## config.mk

```make
export PLATFORM = sky130hd
export DESIGN_NAME = rps_game
export DESIGN_NICKNAME = d
export VERILOG_FILES = /design/src/game_pkg.sv /design/src/score_pkg.sv /design/src/score_if.sv /design/src/computer_player.sv /design/src/markov_predictor.sv /design/src/rps_game.sv /design/src/scoreboard.sv /design/src/seven_seg_display.sv
export VERILOG_INCLUDE_DIRS = /design/src
export SDC_FILE = /design/constraint.sdc
export NUM_CORES = 1
export LEC_CHECK = 0
export BUFFER_PORTS_ARGS = -buffer_cell sky130_fd_sc_hd__buf_2
export CAP_MARGIN = 20
export CORE_ASPECT_RATIO = 0.9
export CORE_MARGIN = 2
export CORE_UTILIZATION = 50
export DETAILED_ROUTE_END_ITERATION = 16
export PLACE_DENSITY_LB_ADDON = 0.15
export SLEW_MARGIN = 20
export SYNTH_ARGS = -nofsm -noshare
export SYNTH_HDL_FRONTEND = slang
export SYNTH_SLANG_ARGS = --single-unit
```

## constraint.sdc

```tcl
create_clock -name clock -period 5.25 [get_ports clock]
set_input_delay 0.525 -clock clock [delete_from_list [all_inputs] [get_ports clock]]
set_output_delay 0.525 -clock clock [all_outputs]
set_load 0.005 [all_outputs]
```

## src/rps_consts.svh

```systemverilog
// widths, strategy codes and digit patterns for the rock-paper-scissors game, include where needed
`ifndef RPS_CONSTS_SVH
`define RPS_CONSTS_SVH

`define RPS_MOVE_W 2 // rock, scissor, paper fit in two bits
`define RPS_MOVES 3
`define RPS_COUNT_W 8 // transition counters wrap
`define RPS_SCORE_W 8 // scores wrap

`define RPS_STRAT_CYCLER 1'b0
`define RPS_STRAT_MARKOV 1'b1

// active-low segments, bit 6 is segment g
`define RPS_SEG_0 7'b100_0000
`define RPS_SEG_1 7'b111_1001
`define RPS_SEG_2 7'b010_0100
`define RPS_SEG_3 7'b011_0000
`define RPS_SEG_4 7'b001_1001
`define RPS_SEG_5 7'b001_0010
`define RPS_SEG_6 7'b000_0010
`define RPS_SEG_7 7'b111_1000
`define RPS_SEG_8 7'b000_0000
`define RPS_SEG_9 7'b001_1000
`define RPS_SEG_A 7'b000_1000
`define RPS_SEG_B 7'b000_0011
`define RPS_SEG_C 7'b100_0110
`define RPS_SEG_D 7'b010_0001
`define RPS_SEG_E 7'b000_0110
`define RPS_SEG_F 7'b000_1110

`endif

```

## src/game_pkg.sv

```systemverilog
// game types shared by the computer player, the predictor and the scoreboard; compile before them
`default_nettype none

`include "rps_consts.svh"

package game_pkg;

	// encoding kept from the board switches
	typedef enum logic [`RPS_MOVE_W-1:0] {
		ROCK    = 2'd0,
		SCISSOR = 2'd1,
		PAPER   = 2'd2
	} move_t;

	// one-hot when a round has been played, all zero after reset
	typedef struct packed {
		logic user_win;
		logic com_win;
		logic draw;
	} outcome_t;

	typedef enum logic {
		STRAT_CYCLER = `RPS_STRAT_CYCLER,
		STRAT_MARKOV = `RPS_STRAT_MARKOV
	} strategy_t;

	// a round seen as two moves, or as a row of the transition table
	typedef union packed {
		struct packed {
			move_t user; // high half
			move_t com;
		} moves;
		logic [2*`RPS_MOVE_W-1:0] row;
	} round_key_u;

endpackage

`default_nettype wire

```

## src/score_pkg.sv

```systemverilog
// scoreboard and display types; compile before the interface and the display decoder
`default_nettype none

`include "rps_consts.svh"

package score_pkg;

	typedef logic [`RPS_SCORE_W-1:0] score_t;

	// one hex digit of a score or a move code
	typedef logic [3:0] nibble_t;

	// active low, bit 6 is segment g
	typedef logic [6:0] seg_t;

endpackage

`default_nettype wire

```

## src/score_if.sv

```systemverilog
// scoreboard state as seen by the display; the scoreboard drives it and the decoder reads it
`timescale 1ns/1ps
`default_nettype none

interface score_if;
	import game_pkg::*;
	import score_pkg::*;

	move_t    user_move;
	move_t    com_move;
	outcome_t outcome;
	score_t   user_score;
	score_t   com_score;

	modport source (output user_move, com_move, outcome, user_score, com_score);
	modport sink (input user_move, com_move, outcome, user_score, com_score);

endinterface

`default_nettype wire

```

## src/computer_player.sv

```systemverilog
// computer side of the game: strategy register, move cycler and the markov predictor
`timescale 1ns/1ps
`default_nettype none

`include "rps_consts.svh"

module computer_player (
	input  logic                clock,
	input  logic                reset,
	input  logic                play,
	input  logic                load,
	input  game_pkg::strategy_t strategy,
	input  game_pkg::move_t     user_move,
	output game_pkg::move_t     com_move
);
	import game_pkg::*;

	strategy_t strat_q;
	move_t     cyc_move;
	move_t     markov_move;

	// strategy only changes on a load pulse, next play picks it up
	always_ff @(posedge clock or negedge reset) begin
		if (!reset) begin
			strat_q <= STRAT_CYCLER;
		end else if (load) begin
			strat_q <= strategy;
		end
	end

	// free-running modulo-3 counter, the "random" player
	always_ff @(posedge clock or negedge reset) begin
		if (!reset) begin
			cyc_move <= ROCK;
		end else if (cyc_move == move_t'(`RPS_MOVES - 1)) begin
			cyc_move <= ROCK;
		end else begin
			cyc_move <= move_t'(cyc_move + 2'd1);
		end
	end

	markov_predictor u_markov (
		.clock     (clock),
		.reset     (reset),
		.play      (play),
		.user_move (user_move),
		.com_move  (com_move), // own choice goes back as round context
		.cyc_move  (cyc_move),
		.choice    (markov_move)
	);

	assign com_move = (strat_q == STRAT_MARKOV) ? markov_move : cyc_move;

endmodule

`default_nettype wire

```

## src/markov_predictor.sv

```systemverilog
// markov strategy: counts the player's next move per previous round and plays what beats it
`timescale 1ns/1ps
`default_nettype none

`include "rps_consts.svh"

module markov_predictor (
	input  logic             clock,
	input  logic             reset,
	input  logic             play,
	input  game_pkg::move_t  user_move,
	input  game_pkg::move_t  com_move,
	input  game_pkg::move_t  cyc_move,
	output game_pkg::move_t  choice
);
	import game_pkg::*;

	localparam int ROWS = 1 << $bits(round_key_u); // only 9 of the rows are ever addressed

	logic [`RPS_COUNT_W-1:0] counts [0:ROWS-1][0:`RPS_MOVES-1];

	round_key_u cur_key;
	round_key_u prev_key;
	logic       have_prev; // no history before the first round

	logic [`RPS_COUNT_W-1:0] cnt_rock;
	logic [`RPS_COUNT_W-1:0] cnt_scissor;
	logic [`RPS_COUNT_W-1:0] cnt_paper;
	move_t predicted;

	always_comb begin
		cur_key.moves.user = user_move;
		cur_key.moves.com = com_move;
	end

	always_ff @(posedge clock or negedge reset) begin
		if (!reset) begin
			for (int r = 0; r < ROWS; r++) begin
				for (int c = 0; c < `RPS_MOVES; c++) begin
					counts[r][c] <= '0;
				end
			end
			prev_key <= '0;
			have_prev <= 1'b0;
		end else if (play) begin
			if (have_prev) begin
				counts[prev_key.row][user_move] <= counts[prev_key.row][user_move] + 1'b1;
			end
			prev_key <= cur_key; // context for the next round
			have_prev <= 1'b1;
		end
	end

	// row of the previous round
	assign cnt_rock = counts[prev_key.row][ROCK];
	assign cnt_scissor = counts[prev_key.row][SCISSOR];
	assign cnt_paper = counts[prev_key.row][PAPER];

	always_comb begin
		if (cnt_rock == cnt_scissor && cnt_scissor == cnt_paper) begin
			predicted = cyc_move; // no preference, fall back to the cycler
		end else if (cnt_paper >= cnt_rock && cnt_paper >= cnt_scissor) begin
			predicted = PAPER; // paper wins any tie at the top
		end else if (cnt_rock == cnt_scissor) begin
			predicted = cyc_move[0] ? SCISSOR : ROCK;
		end else if (cnt_rock > cnt_scissor) begin
			predicted = ROCK;
		end else begin
			predicted = SCISSOR;
		end
	end

	always_comb begin
		case (predicted)
			ROCK:    choice = PAPER;
			SCISSOR: choice = ROCK;
			default: choice = SCISSOR;
		endcase
	end

endmodule

`default_nettype wire

```

## src/rps_game.sv

```systemverilog
// top level of the rock-paper-scissors game: player move in, outcome flags and six digits out
`timescale 1ns/1ps
`default_nettype none

module rps_game (
	input  logic                clock,
	input  logic                reset,
	input  logic                play,
	input  logic                load,
	input  game_pkg::strategy_t strategy,
	input  game_pkg::move_t     user_move,
	output logic                user_win,
	output logic                com_win,
	output logic                draw,
	output score_pkg::seg_t     hex0,
	output score_pkg::seg_t     hex1,
	output score_pkg::seg_t     hex2,
	output score_pkg::seg_t     hex3,
	output score_pkg::seg_t     hex4,
	output score_pkg::seg_t     hex5
);
	import game_pkg::*;

	move_t com_move; // combinational during the play cycle

	score_if disp ();

	computer_player u_computer (
		.clock     (clock),
		.reset     (reset),
		.play      (play),
		.load      (load),
		.strategy  (strategy),
		.user_move (user_move),
		.com_move  (com_move)
	);

	scoreboard u_scoreboard (
		.clock     (clock),
		.reset     (reset),
		.play      (play),
		.user_move (user_move),
		.com_move  (com_move),
		.disp      (disp.source)
	);

	seven_seg_display u_display (
		.disp (disp.sink),
		.hex0 (hex0),
		.hex1 (hex1),
		.hex2 (hex2),
		.hex3 (hex3),
		.hex4 (hex4),
		.hex5 (hex5)
	);

	assign user_win = disp.outcome.user_win;
	assign com_win = disp.outcome.com_win;
	assign draw = disp.outcome.draw;

endmodule

`default_nettype wire

```

## src/scoreboard.sv

```systemverilog
// judges each round on play and keeps the moves, outcome flags and both scores for display
`timescale 1ns/1ps
`default_nettype none

module scoreboard (
	input  logic            clock,
	input  logic            reset,
	input  logic            play,
	input  game_pkg::move_t user_move,
	input  game_pkg::move_t com_move,
	score_if.source         disp
);
	import game_pkg::*;
	import score_pkg::*;

	move_t    latched_user;
	move_t    latched_com;
	outcome_t outcome;
	outcome_t verdict;
	score_t   user_score;
	score_t   com_score;

	// true when a beats b
	function automatic logic beats(input move_t a, input move_t b);
		beats = (a == ROCK && b == SCISSOR) ||
			(a == SCISSOR && b == PAPER) ||
			(a == PAPER && b == ROCK);
	endfunction

	always_comb begin
		verdict.user_win = beats(user_move, com_move);
		verdict.com_win = beats(com_move, user_move);
		verdict.draw = (user_move == com_move);
	end

	always_ff @(posedge clock or negedge reset) begin
		if (!reset) begin
			latched_user <= ROCK;
			latched_com <= ROCK;
			outcome <= '0;
			user_score <= '0;
			com_score <= '0;
		end else if (play) begin
			latched_user <= user_move;
			latched_com <= com_move;
			outcome <= verdict; // held until the next play
			if (verdict.user_win) begin
				user_score <= user_score + 1'b1;
			end
			if (verdict.com_win) begin
				com_score <= com_score + 1'b1;
			end
		end
	end

	assign disp.user_move = latched_user;
	assign disp.com_move = latched_com;
	assign disp.outcome = outcome;
	assign disp.user_score = user_score;
	assign disp.com_score = com_score;

endmodule

`default_nettype wire

```

## src/seven_seg_display.sv

```systemverilog
// drives the six active-low digits from the scoreboard state: scores in hex and both moves
`timescale 1ns/1ps
`default_nettype none

`include "rps_consts.svh"

module seven_seg_display (
	score_if.sink           disp,
	output score_pkg::seg_t hex0,
	output score_pkg::seg_t hex1,
	output score_pkg::seg_t hex2,
	output score_pkg::seg_t hex3,
	output score_pkg::seg_t hex4,
	output score_pkg::seg_t hex5
);
	import score_pkg::*;

	function automatic seg_t seg_of(input nibble_t value);
		case (value)
			4'h0:    seg_of = `RPS_SEG_0;
			4'h1:    seg_of = `RPS_SEG_1;
			4'h2:    seg_of = `RPS_SEG_2;
			4'h3:    seg_of = `RPS_SEG_3;
			4'h4:    seg_of = `RPS_SEG_4;
			4'h5:    seg_of = `RPS_SEG_5;
			4'h6:    seg_of = `RPS_SEG_6;
			4'h7:    seg_of = `RPS_SEG_7;
			4'h8:    seg_of = `RPS_SEG_8;
			4'h9:    seg_of = `RPS_SEG_9;
			4'hA:    seg_of = `RPS_SEG_A;
			4'hB:    seg_of = `RPS_SEG_B;
			4'hC:    seg_of = `RPS_SEG_C;
			4'hD:    seg_of = `RPS_SEG_D;
			4'hE:    seg_of = `RPS_SEG_E;
			default: seg_of = `RPS_SEG_F;
		endcase
	endfunction

	assign hex0 = seg_of(disp.user_score[3:0]); // player score
	assign hex1 = seg_of(disp.user_score[7:4]);
	assign hex2 = seg_of({{(4 - `RPS_MOVE_W){1'b0}}, disp.user_move});
	assign hex3 = seg_of({{(4 - `RPS_MOVE_W){1'b0}}, disp.com_move});
	assign hex4 = seg_of(disp.com_score[3:0]); // computer score
	assign hex5 = seg_of(disp.com_score[7:4]);

endmodule

`default_nettype wire

```

==> impl_metrics.yaml <==
status:
  outcome: "finished with violations"
  violations: "hold timing"
floorplanning:
  num_io_pins: 52
  core_area_mm2: 0.0396
  rows: 69
  die_w_um: 216
  die_y_um: 195
  initial_core_util_pct: 51.0
  dieArea_mm2: 0.0420
synth:
  ys_seq_elements: 411
  synthArstFlopShare_pct: 100
  synth_common_cells: "411 x dfrtp_1, 347 x nand2_1, 275 x o21ai_0"
  ys_top_cells_by_area: "dfrtp_1 51%, mux4_2 7.2%, o21ai_0 6.8%"
  ys.flop_type: "dfrtp_1"
  synth_top_area_share_pct: 50.9
  synth_enable_flop_cells: 0
  synth_top_cell_by_area: "dfrtp_1"
  yosys_warnings: 0
  postSynthAreaPerCell_um2: 11.4
  synth_cell_types: 65
  synth_area_mm2: 0.0202
  postSynthCellCount: 1775
  ys_seq_area_share_pct: 50.9
  yosys.cell_count.top_type: "dfrtp_1"
flow_run:
  maxCapViolCount: 0
sta:
  post-route-min-period_ps: 4940
  final_hold_viol_count: 12
  slew-limit-headroom_pct: 35.9
  setup_violations: 0
  min_period_over_period_pct: 94.1
  tns_ps: 0
  report.final.slew_viol_count: 0
  rsz0062_at_grt: "no"
  tightest_slew_ps: 956
  fin_hold_ws_ps: -52.0
  timing.fmax_mhz: 202
  fin_skew_ps: 10.9
route:
  dr.pass1.iters: 5
  drcViolationCount: 0
  routedWlPerCell_um: 21.1
  drt-total-wl_um: 48900
  drtIter0Drc: 1048
  antenna_left: 0
  routed_via_density: 5.83
  via_count: 13500
setup_path:
  cp_cell_sequence: "buf_12 -> mux4_1 -> a22oi_1 -> nand2_1 -> ha_1 -> nand2b_1 -> a21o_1 -> a211o_1 -> a221oi_1 -> buf_4 -> a2111oi_1 -> or4_1 -> a31oi_2 -> nand4_1 -> xnor2_1"
  critPathMaxStageDelay_ps: 590
  critPathBufInv: 2
  critPathArrivalTime_ps: 5360
  end_kind: "register"
  startpoint: "u_computer.u_markov.prev_key[0]"
  cp_max_fo: 35
  required_ps: 5670
  critPathSlowestCell: "mux4_1"
  criticalPathCategory: "reg2reg"
  r2r-start: "u_computer.u_markov.prev_key[0]"
  cp.depth: 15
  critical-path-top-delay-family: "compound AO/OA/AOI/OAI gates"
  startpoint_type: "register"
  r2r_cells: 15
grt:
  grt_pass1_wl_um: 79000
  first_global_vias: 13400
  grt_util_all_layers_pct: 24.1
  grt_max_degree: 151
  antenna_found_initial: 0
  grt_remaining_overflow: 0
cells_and_area:
  area_growth_pct: 9.11
  postLayoutCoreUtil_pct: 55.6
  fill_cells: 3376
  final_area_mm2: 0.0220
  n_antenna_cell: 0
  layout.nets: 1811
  layout-drive-gt1-share_pct: 19.6
cts:
  ctsResizeCount: 0
  clkTransAtPathRegs_ps: 60
  insertion_delay_ps: 550
  numCtsBuffers: 43
  hold_buffers: 0
  htree_num_levels: 2
  clock_path_buffers: 3
  post-cts-setup-buffers: 0
  cts_tree: "yes"
  cts-root-buf: "clkbuf_16"
  clock_sinks: 411
pwr:
  power_density_mw_per_mm2: 436
  vdd_drop_max_mv: 0.257
  cellLeakagePower_nw: 10.0
place:
  dp.final_hpwl_um: 32400
  numPortBuffers: 49
  dpl_cell_area_mm2: 0.0207
  gp_congestion: 0.916
min_path:
  hp-class: "in2async"
## placed cells by master, fill, tap and decap left out, types with 8 or more instances in the layout
master / Yosys / layout
nand3_1: 45 / 45
nor3_1: 9 / 8
dfrtp_1: 411 / 409
a22o_1: 12 / 12
o21ai_2: 20 / 20
buf_2: 18 / 48
ha_1: 45 / 45
clkbuf_1: 87 / 15
mux4_1: 40 / 40
o21ai_1: 21 / 21
inv_1: 32 / 32
xnor2_1: 16 / 14
a21oi_1: 15 / 15
clkbuf_16: 0 / 43
o21ai_0: 275 / 275
mux4_2: 65 / 65
nand2b_1: 11 / 11
nand4_1: 10 / 10
nor2_1: 41 / 38
a22oi_1: 20 / 20
a21o_1: 11 / 11
buf_4: 14 / 33
nand2_1: 347 / 347
mux2i_1: 8 / 8
mux2_2: 100 / 100
## registers in the layout (all words and copies together), names as in the netlist
| signal | flops |
|---|---|
| u_computer.u_markov.counts | 384 |
| u_scoreboard.disp.com_score | 8 |
| u_scoreboard.disp.user_score | 8 |
| u_computer.u_markov.prev_key | 4 |
| u_scoreboard.disp.outcome | 3 |
| u_computer.cyc_move | 2 |
| u_computer.strat_q | 1 |
| u_computer.u_markov.have_prev | 1 |
## report_power, final
group          internal [mW]  total, mW  switching [mW]
Sequential              3.49       3.81           0.323
Combinational           1.25       2.90            1.65
Clock                   1.67       2.89            1.22
## layout make-up
cell class	instances	area (um2)	share of cell area, %
flip-flops and latches	411	10300	46.7
multi-input cells	1182	9050	41.0
clock buffers	63	1200	5.45
well taps	532	666	3.02
repair buffers	88	623	2.83
inverters	33	124	0.562
clock inverters	6	91.3	0.414
## cell families (layout without fill, tap and decap cells)
group                    Yosys count  in the layout  share of synthesized area (%)
buffers and inverters            183            190                           4.93
AND/OR/NAND/NOR                  488            488                           10.0
AO/OA/AOI/OAI                    411            411                           11.8
adder cells (fa/ha/maj)           45             45                           2.79
XOR/XNOR                          22             22                          0.954
multiplexers                     214            214                           18.5
flip-flops                       411            411                           50.9
other                              1              2                         0.0186
## final timing paths
path / slack [ps] / to
worst max-delay path: 310 / u_scoreboard.disp.user_score[7]
worst min-delay path: -50 / u_scoreboard.disp.user_score[6]
worst max register to register: 310 / u_scoreboard.disp.user_score[7]
worst min register to register: 470 / u_computer.u_markov.counts[349]
max in group asynchronous: 3860 / u_computer.u_markov.prev_key[0]
min in group clock: 220 / u_computer.strat_q
## routing by layer
metal	track usage [%]	wire, um	vias to the layer above
li1	-	-	6287
met1	37.4	23700	6819
met2	35.5	21700	328
met3	3.90	2550	67
met4	5.66	869	0
met5	0	0	-
## stage by stage
stage | total power [mW] | setup slack, ps | instances | hold slack, ps
after floorplan | 5.86 | 641 | 1776 | 229
after global placement | 6.70 | 392 | 2246 | 452
after detailed placement | 6.75 | 320 | 2246 | 463
after CTS | 9.65 | 296 | 2315 | 0.218
after global routing | 10.1 | 28.7 | 2315 | 22.1
final | 9.60 | 310 | 2315 | -52.0
Power figures use the tool's default switching activity.
